`config.mk`:
```
export PLATFORM = sky130hd
export DESIGN_NAME = i2c_master_top
export DESIGN_NICKNAME = d
export VERILOG_FILES = /design/src/hdl/i2c_pkg.sv /design/src/hdl/i2c_ctrl_if.sv /design/src/hdl/i2c_master_top.sv /design/src/hdl/i2c_engine.sv /design/src/hdl/i2c_scl_div.sv /design/src/hdl/i2c_regs.sv
export SDC_FILE = /design/constraint.sdc
export NUM_CORES = 1
export LEC_CHECK = 0
export BUFFER_PORTS_ARGS = -buffer_cell sky130_fd_sc_hd__buf_2
export CORE_UTILIZATION = 30
export CTS_CLUSTER_SIZE = 30
export DETAILED_ROUTE_END_ITERATION = 8
export MAX_ROUTING_LAYER = met4
export PLACE_DENSITY = 0.49
export REMOVE_ABC_BUFFERS = 1
export SYNTH_ARGS = -nofsm -noshare
export SYNTH_HDL_FRONTEND = slang
export SYNTH_SLANG_ARGS = --single-unit
```
`constraint.sdc`:
```
create_clock -name clk_i -period 4.2 [get_ports clk_i]
set_input_delay 0.42 -clock clk_i [delete_from_list [all_inputs] [get_ports clk_i]]
set_output_delay 0.42 -clock clk_i [all_outputs]
set_load 0.02 [all_outputs]
```
`src/hdl/i2c_pkg.sv`:
```
package i2c_pkg;

	typedef logic [4:0]  reg_addr_t;   // Byte address on the CPU bus
	typedef logic [3:0]  byte_en_t;
	typedef logic [31:0] word_t;
	typedef logic [6:0]  slave_addr_t;
	typedef logic [1:0]  byte_cnt_t;   // Zero means four bytes

	// Register map
	localparam reg_addr_t REG_NBY = 5'h00;
	localparam reg_addr_t REG_ADR = 5'h04;
	localparam reg_addr_t REG_RDR = 5'h08;
	localparam reg_addr_t REG_TDR = 5'h0C;
	localparam reg_addr_t REG_CFG = 5'h10;

	// CFG bit positions
	localparam int unsigned CFG_WR_GO   = 0;
	localparam int unsigned CFG_WR_DONE = 1;
	localparam int unsigned CFG_RD_GO   = 2;
	localparam int unsigned CFG_RD_DONE = 3;
	localparam int unsigned CFG_NACK    = 4;

	typedef enum logic [2:0] {
		IDLE,
		START,
		ADDR,
		ACK0,
		WDATA,
		RDATA,
		ACK1,
		STOP
	} eng_state_e;

endpackage
```
`src/hdl/i2c_ctrl_if.sv`:
```
`timescale 1ns/100ps

interface i2c_ctrl_if;
	import i2c_pkg::*;

	// Request side, held stable while req is high
	logic        req;
	logic        rnw;
	slave_addr_t slave_addr;
	byte_cnt_t   nby;
	word_t       tdr;

	// Result side, valid while ack is high
	logic        ack;
	logic        nack;
	word_t       rdr;

	modport regs (
		output req, rnw, slave_addr, nby, tdr,
		input  ack, nack, rdr
	);

	modport engine (
		input  req, rnw, slave_addr, nby, tdr,
		output ack, nack, rdr
	);

endinterface

```
`src/hdl/i2c_master_top.sv`:
```
`timescale 1ns/100ps

module i2c_master_top #(
	parameter int CLK_DIV = 4
) (
	input  logic               clk_i,
	input  logic               rst_i,
	input  logic               write_i,
	input  i2c_pkg::byte_en_t  data_be_i,
	input  i2c_pkg::reg_addr_t addr_i,
	input  i2c_pkg::word_t     wdata_i,
	output i2c_pkg::word_t     rdata_o,
	input  logic               sda_i,
	output logic               sda_oe_o,
	output logic               scl_oe_o
);

	logic run;
	logic tick;

	i2c_ctrl_if ctrl ();

	i2c_regs u_regs (
		.clk_i     (clk_i),
		.rst_i     (rst_i),
		.write_i   (write_i),
		.data_be_i (data_be_i),
		.addr_i    (addr_i),
		.wdata_i   (wdata_i),
		.rdata_o   (rdata_o),
		.ctrl      (ctrl.regs)
	);

	i2c_scl_div #(
		.CLK_DIV (CLK_DIV)
	) u_div (
		.clk_i  (clk_i),
		.rst_i  (rst_i),
		.run_i  (run),
		.tick_o (tick)
	);

	i2c_engine u_engine (
		.clk_i    (clk_i),
		.rst_i    (rst_i),
		.tick_i   (tick),
		.sda_i    (sda_i),
		.run_o    (run),
		.sda_oe_o (sda_oe_o),
		.scl_oe_o (scl_oe_o),
		.ctrl     (ctrl.engine)
	);

endmodule

```
`src/hdl/i2c_engine.sv`:
```
`timescale 1ns/100ps

module i2c_engine (
	input  logic        clk_i,
	input  logic        rst_i,
	input  logic        tick_i,
	input  logic        sda_i,
	output logic        run_o,
	output logic        sda_oe_o,
	output logic        scl_oe_o,
	i2c_ctrl_if.engine  ctrl
);
	import i2c_pkg::*;

	eng_state_e  state;
	logic [1:0]  q;         // Quarter within the current bit
	logic [2:0]  bcnt;      // Bit within the byte, MSB first
	byte_cnt_t   byte_idx;

	logic [7:0]  sh_addr;   // Address byte with rnw in bit 0
	word_t       sh_tx;
	byte_cnt_t   sh_nby;

	logic        start_go;
	logic        bit_end;
	logic        sample;
	logic        last_byte;
	byte_cnt_t   last_idx;

	assign start_go  = (state == IDLE) && !ctrl.ack && ctrl.req;
	assign bit_end   = tick_i && (q == 2'd3);
	assign sample    = tick_i && (q == 2'd2);  // Third tick, SCL still high
	assign last_idx  = sh_nby - 2'd1;          // Wraps to 3 for a count of four
	assign last_byte = (byte_idx == last_idx);
	assign run_o     = (state != IDLE);

	always_ff @(posedge clk_i) begin
		if (rst_i) begin
			state    <= IDLE;
			q        <= 2'd0;
			bcnt     <= 3'd0;
			byte_idx <= 2'd0;
			ctrl.ack <= 1'b0;
		end else begin
			if (state != IDLE && tick_i) q <= q + 2'd1;
			case (state)
				IDLE: begin
					q <= 2'd0;
					if (ctrl.ack) begin
						if (!ctrl.req) ctrl.ack <= 1'b0; // Close the handshake
					end else if (ctrl.req) begin
						state    <= START;
						byte_idx <= 2'd0;
					end
				end
				START: if (bit_end) begin
					state <= ADDR;
					bcnt  <= 3'd7;
				end
				ADDR: if (bit_end) begin
					bcnt <= bcnt - 3'd1;
					if (bcnt == 3'd0) state <= ACK0;
				end
				ACK0: if (bit_end) begin
					bcnt <= 3'd7;
					if (ctrl.nack)      state <= STOP; // No slave answered
					else if (sh_addr[0]) state <= RDATA;
					else                 state <= WDATA;
				end
				WDATA, RDATA: if (bit_end) begin
					bcnt <= bcnt - 3'd1;
					if (bcnt == 3'd0) state <= ACK1;
				end
				ACK1: if (bit_end) begin
					if (last_byte) begin
						state <= STOP;
					end else begin
						byte_idx <= byte_idx + 2'd1;
						bcnt     <= 3'd7;
						state    <= sh_addr[0] ? RDATA : WDATA;
					end
				end
				STOP: if (bit_end) begin
					state    <= IDLE;
					ctrl.ack <= 1'b1;
				end
				default: state <= IDLE;
			endcase
		end
	end

	// Operands captured at start, results collected during the transfer
	always_ff @(posedge clk_i) begin
		if (start_go) begin
			sh_addr   <= {ctrl.slave_addr, ctrl.rnw};
			sh_tx     <= ctrl.tdr;
			sh_nby    <= ctrl.nby;
			ctrl.rdr  <= '0;
			ctrl.nack <= 1'b0;
		end else if (sample) begin
			if (state == ACK0)  ctrl.nack <= sda_i;
			if (state == RDATA) ctrl.rdr[{byte_idx, bcnt}] <= sda_i;
		end
	end

	// Open-drain drive, SCL released in the middle two quarters of a bit
	always_comb begin
		sda_oe_o = 1'b0;
		scl_oe_o = (q == 2'd0) || (q == 2'd3);
		case (state)
			IDLE: scl_oe_o = 1'b0;
			START: begin
				sda_oe_o = (q != 2'd0);   // SDA falls while SCL is high
				scl_oe_o = (q == 2'd3);
			end
			ADDR:  sda_oe_o = ~sh_addr[bcnt];
			WDATA: sda_oe_o = ~sh_tx[{byte_idx, bcnt}];
			ACK1:  sda_oe_o = sh_addr[0] && !last_byte; // Master ACK on reads
			STOP: begin
				sda_oe_o = (q != 2'd3);   // SDA rises while SCL is high
				scl_oe_o = (q == 2'd0);
			end
			default: ;
		endcase
	end

endmodule

```
`src/hdl/i2c_scl_div.sv`:
```
`timescale 1ns/100ps

module i2c_scl_div #(
	parameter int CLK_DIV = 4 // clk_i cycles per quarter SCL period
) (
	input  logic clk_i,
	input  logic rst_i,
	input  logic run_i,
	output logic tick_o
);

	localparam int CW = (CLK_DIV > 1) ? $clog2(CLK_DIV) : 1;

	logic [CW-1:0] cnt_q;
	logic          wrap;

	assign wrap = (cnt_q == CW'(CLK_DIV - 1));

	// Held clear while idle so the first quarter is a full period
	always_ff @(posedge clk_i) begin
		if (rst_i || !run_i) begin
			cnt_q <= '0;
		end else if (wrap) begin
			cnt_q <= '0;
		end else begin
			cnt_q <= cnt_q + 1'b1;
		end
	end

	assign tick_o = run_i & wrap;

endmodule

```
`src/hdl/i2c_regs.sv`:
```
`timescale 1ns/100ps

module i2c_regs (
	input  logic              clk_i,
	input  logic              rst_i,
	input  logic              write_i,
	input  i2c_pkg::byte_en_t data_be_i,
	input  i2c_pkg::reg_addr_t addr_i,
	input  i2c_pkg::word_t    wdata_i,
	output i2c_pkg::word_t    rdata_o,
	i2c_ctrl_if.regs          ctrl
);
	import i2c_pkg::*;

	byte_cnt_t   nby_q;
	slave_addr_t adr_q;
	word_t       tdr_q;
	word_t       rdr_q;

	logic        req_q;
	logic        rnw_q;
	logic        wr_done_q;
	logic        rd_done_q;
	logic        nack_q;

	logic [3:0]  lane_we;
	reg_addr_t   lane_addr [4];
	logic        cfg_we;
	logic [7:0]  cfg_wbyte;
	logic [7:0]  cfg_rbyte;
	logic        xfer_end;

	assign lane_we  = data_be_i & {4{write_i}};
	assign xfer_end = req_q & ctrl.ack;

	always_comb begin
		for (int k = 0; k < 4; k++) begin
			lane_addr[k] = addr_i + reg_addr_t'(k); // Lane k hits addr_i + k
		end
	end

	// CFG lives in a single byte, so at most one lane can hit it
	always_comb begin
		cfg_we    = 1'b0;
		cfg_wbyte = 8'h00;
		for (int k = 0; k < 4; k++) begin
			if (lane_we[k] && lane_addr[k] == REG_CFG) begin
				cfg_we    = 1'b1;
				cfg_wbyte = wdata_i[8*k +: 8];
			end
		end
	end

	always_comb begin
		cfg_rbyte              = 8'h00;
		cfg_rbyte[CFG_WR_GO]   = req_q & ~rnw_q;
		cfg_rbyte[CFG_WR_DONE] = wr_done_q;
		cfg_rbyte[CFG_RD_GO]   = req_q & rnw_q;
		cfg_rbyte[CFG_RD_DONE] = rd_done_q;
		cfg_rbyte[CFG_NACK]    = nack_q;
	end

	function automatic logic [7:0] reg_byte(input reg_addr_t a);
		logic [7:0] rb;
		rb = 8'h00;
		case ({a[4:2], 2'b00})
			REG_NBY: if (a[1:0] == 2'd0) rb = {5'b0, nby_q == 2'd0, nby_q}; // Bit 2 flags four bytes
			REG_ADR: if (a[1:0] == 2'd0) rb = {1'b0, adr_q};
			REG_RDR: rb = rdr_q[{a[1:0], 3'b000} +: 8];
			REG_TDR: rb = tdr_q[{a[1:0], 3'b000} +: 8];
			REG_CFG: if (a[1:0] == 2'd0) rb = cfg_rbyte;
			default: rb = 8'h00;
		endcase
		return rb;
	endfunction

	always_comb begin
		for (int k = 0; k < 4; k++) begin
			rdata_o[8*k +: 8] = data_be_i[k] ? reg_byte(lane_addr[k]) : 8'h00;
		end
	end

	// Configuration payload
	always_ff @(posedge clk_i) begin
		for (int k = 0; k < 4; k++) begin
			if (lane_we[k]) begin
				case ({lane_addr[k][4:2], 2'b00})
					REG_NBY: if (lane_addr[k][1:0] == 2'd0) nby_q <= wdata_i[8*k +: 2];
					REG_ADR: if (lane_addr[k][1:0] == 2'd0) adr_q <= wdata_i[8*k +: 7];
					REG_TDR: tdr_q[{lane_addr[k][1:0], 3'b000} +: 8] <= wdata_i[8*k +: 8];
					default: ;
				endcase
			end
		end
	end

	always_ff @(posedge clk_i) begin
		if (xfer_end && rnw_q) rdr_q <= ctrl.rdr;
	end

	// Requester side of the handshake with the engine
	always_ff @(posedge clk_i) begin
		if (rst_i) begin
			req_q     <= 1'b0;
			rnw_q     <= 1'b0;
			wr_done_q <= 1'b0;
			rd_done_q <= 1'b0;
			nack_q    <= 1'b0;
		end else begin
			if (cfg_we) begin
				if (cfg_wbyte[CFG_WR_DONE]) wr_done_q <= 1'b0; // Write one to clear
				if (cfg_wbyte[CFG_RD_DONE]) rd_done_q <= 1'b0;
				if (cfg_wbyte[CFG_NACK])    nack_q    <= 1'b0;
				if (!req_q && (cfg_wbyte[CFG_WR_GO] || cfg_wbyte[CFG_RD_GO])) begin
					req_q <= 1'b1;
					rnw_q <= cfg_wbyte[CFG_RD_GO]; // Read wins
				end
			end
			if (xfer_end) begin
				req_q  <= 1'b0;
				nack_q <= ctrl.nack;
				if (rnw_q) rd_done_q <= 1'b1;
				else       wr_done_q <= 1'b1;
			end
		end
	end

	assign ctrl.req        = req_q;
	assign ctrl.rnw        = rnw_q;
	assign ctrl.slave_addr = adr_q;
	assign ctrl.nby        = nby_q;
	assign ctrl.tdr        = tdr_q;

endmodule

```
==> flow_metrics.env <==
export IMPL_rows=72
export IMPL_antenna_found_initial=0
export IMPL_start_kind="input port"
export IMPL_clk_latency_ns=0.46
export IMPL_track_usage_pct=25.25
export IMPL_netlist_area_mm2=0.01174
export IMPL_outcome="finished, final reports clean"
export IMPL_switching_share_pct=34.97
export IMPL_seq_power_share_pct=46.3
export IMPL_hp_class="in2reg"
export IMPL_die_area_mm2=0.03992
export IMPL_path_max_fanout=25
export IMPL_syn_mean_instance_area_um2=9.009
export IMPL_r2r_slack_ns=1.72
export IMPL_worst_pin_slew_ns=1.228
export IMPL_critPathArrivalTime_ns=3.38
export IMPL_gp_congestion=0.9720
export IMPL_vias_per_cell=5.981
export IMPL_die_y_um=199.8
export IMPL_n_antenna_cell=0
export IMPL_min_period_over_period_pct=90.47
export IMPL_synth_edf_count=74
export IMPL_drv_cap=0
export IMPL_holdCritStartpoint="wdata_i[22]"
export IMPL_path_class="in2out"
export IMPL_hold_depth=3
export IMPL_core_area_mm2=0.03865
export IMPL_cts_tree="built"
export IMPL_post_drt_wl_per_cell_um=25.89
export IMPL_ys_warn_count=0
export IMPL_intPower_w=0.003332
export IMPL_hold_slack_ns=0.2334
export IMPL_ys_flop_type="dfxtp_1"
export IMPL_required_ns=3.78
export IMPL_setup_tns_ns=0
export IMPL_start_util_pct=30.37
export IMPL_post_cts_buffers=0
export IMPL_endpoint_kind="primary output"
export IMPL_worst_r2r_path_depth=7
export IMPL_port_buffers=78
export IMPL_synthTopCellsByArea="edfxtp_1 (19%), dfxtp_1 (16%), mux4_2 (10%), nand2_1 (6.4%), mux2i_1 (5.2%)"
export IMPL_p_per_area_mw_per_mm2=384.9
export IMPL_drv_slew=0
export IMPL_synth_most_common_cell="nand2_1"
export IMPL_antenna_left=0
export IMPL_grt_pass1_wl_um=70910
export IMPL_timing_rr_start="u_div.cnt_q[0]"
export IMPL_clock_fmax_mhz=263.2
export IMPL_cts_made_buffers=17
export IMPL_grt_max_degree=41
export IMPL_drt_pre_antenna_iters=5
export IMPL_synth_sequential_area_ratio_pct=34.62
export IMPL_hpwl_um=35650
export IMPL_leakagePower_nw=4.876
export IMPL_synth_seq_cells=166
export IMPL_wirelength_um=48550
export IMPL_clkPwrFrac_pct=32.3
export IMPL_syn_inst=1303
export IMPL_r2r_end="u_engine.ctrl.rdr[30]"
export IMPL_yosys_area_top_type="edfxtp_1"
export IMPL_cts_sinks=166
export IMPL_die_x_um=199.8
export IMPL_synthTopCellsByCount="nand2_1 (200), a21oi_1 (99), dfxtp_1 (92)"
export IMPL_power_w=0.005124
export IMPL_async_flop_share_pct=0
export IMPL_htree_levels=4
export IMPL_netSwitchingPower_w=0.001792
export IMPL_vdd_drop_max_uv=282.7
export IMPL_finalSetupViolCount=0
export IMPL_grt_pass1_vias=10250
export IMPL_skew_ns=0.01543
export IMPL_vias=11220
export IMPL_drc_errors=0
export IMPL_overflow=0
export IMPL_pwr_share_comb_pct=21.4
export IMPL_root_buffer="clkbuf_16"
export IMPL_holdPathEnd="u_regs.ctrl.tdr[6]"
export IMPL_synth_top_area_share_pct=18.93
export IMPL_ios=79
export IMPL_grt_setup_unrepaired="no"
export IMPL_relSlewSlack_pct=17.45
export IMPL_dp_cells=1843
export IMPL_final_net_count=1412
export IMPL_drtIter0Drc=1260
export IMPL_stdcell_count=1875
export IMPL_drive_gt1_share_pct=18.57
export IMPL_period_minus_slack_ns=3.800
export IMPL_hold_viol_final=0
export IMPL_fillerInstances=3997
export IMPL_synth_cell_types=84
export IMPL_syn_to_final_growth_pct=13.41
export IMPL_clockBufferDepth=2
export IMPL_clk_pin_slew_worst_paths_ns=0.07
## state kept, by name, indices dropped and copies added (netlist names), 3 cells and up
name and cells:
u_engine.sh_addr 8, u_regs.rdr_q 32, u_engine.bcnt 3, u_engine.state 3, u_regs.ctrl.tdr 32, u_engine.sh_tx 32, u_engine.ctrl.rdr 32, u_regs.ctrl.slave_addr 7
## area by class of cell
cell class | count | area, um2 | share of cell area [%]
inverters | 20 | 75.07 | 0.5639
well taps | 518 | 648.1 | 4.868
clock buffers | 17 | 425.4 | 3.195
multi-input cells | 1015 | 7181 | 53.94
flip-flops and latches | 166 | 4064 | 30.53
repair buffers | 124 | 735.7 | 5.526
clock inverters | 15 | 183.9 | 1.382
## cell families (layout without fill, tap and decap cells)
group	after synthesis	after routing	synth area share (%)
adder cells (fa/ha/maj)	23	23	2.452
XOR/XNOR	13	13	1.098
buffers and inverters	122	176	4.498
AO/OA/AOI/OAI	285	285	16.00
AND/OR/NAND/NOR	561	561	24.24
flip-flops	166	166	34.62
multiplexers	133	133	17.10
## cells in the final DEF, fill, tap and decap left out, types with 5 or more instances in the layout
cell type,synthesis,final
edfxtp_1,74,74
and3_1,39,39
or4b_1,5,5
nand2_1,200,200
a221oi_1,5,5
xnor2_1,6,5
inv_1,18,18
buf_2,28,78
nand3_1,87,87
clkbuf_16,0,17
xor2_1,5,5
a31oi_1,21,21
buf_4,5,46
o22ai_1,23,23
o21ai_1,10,10
nor3_1,26,26
nand4_1,14,14
nor2b_1,31,31
nand3b_1,9,9
a311oi_1,8,8
mux2_2,13,13
dfxtp_1,92,92
a211oi_1,30,29
o211ai_1,7,7
mux4_2,52,52
a21oi_1,99,99
a22oi_1,18,18
nand2b_1,21,21
o21ai_0,20,20
ha_1,23,23
mux2_1,7,7
nor2_1,67,65
mux2i_1,61,61
and2_1,24,24
## worst max-delay path: stages
cell	delay, ns
buf_2	0.12
buf_4	0.34
a21oi_1	0.22
xnor2_4	0.59
nand2_1	0.40
a31o_1	0.28
or4_1	0.47
a21oi_1	0.28
buf_2	0.23
## through the flow
stage          area [um2]  util (%)  worst slack (ns)
2_1_floorplan       11290         -           -0.3146
3_3_place_gp        12690     32.84            0.2977
3_5_place_dp        12690     32.84            0.2888
4_1_cts             13300     34.42            0.2695
5_1_grt             13310     34.45            0.3233
6_report            13310     34.45            0.4002
## metal layers
metal,global-route usage [%],share of wire [%],vias to the layer above
met4,7.577,2.5,0
li1,-,-,4963
met1,35.05,45,5555
met2,37.05,44,608
met3,4.721,7.9,89
met5,-,0,-
## how the worst max path moves through the flow
stage,start,end,cells past startpoint
6_report,addr_i[0],rdata_o[28],9
2_1_floorplan,u_engine.state[2],u_engine.state[1],6
3_5_place_dp,addr_i[0],rdata_o[25],9
5_1_grt,addr_i[0],rdata_o[25],9
4_1_cts,addr_i[0],rdata_o[28],9
3_3_place_gp,addr_i[0],rdata_o[25],9
## timing repair
action                     CTS  global route
hold buffers                 0             0
resized for setup            0             1
setup endpoints to repair    0             2
## power groups by stage
stage                     combinational [W]  sequential, W  clock, W
after CTS                           0.00107        0.00237   0.00168
after global routing                0.00119        0.00239   0.00175
after detailed placement            0.00107        0.00240         0
after global placement              0.00106        0.00240         0
final                               0.00109        0.00237   0.00166
after floorplan                    0.000741        0.00217         0
Power figures use the tool's default switching activity.
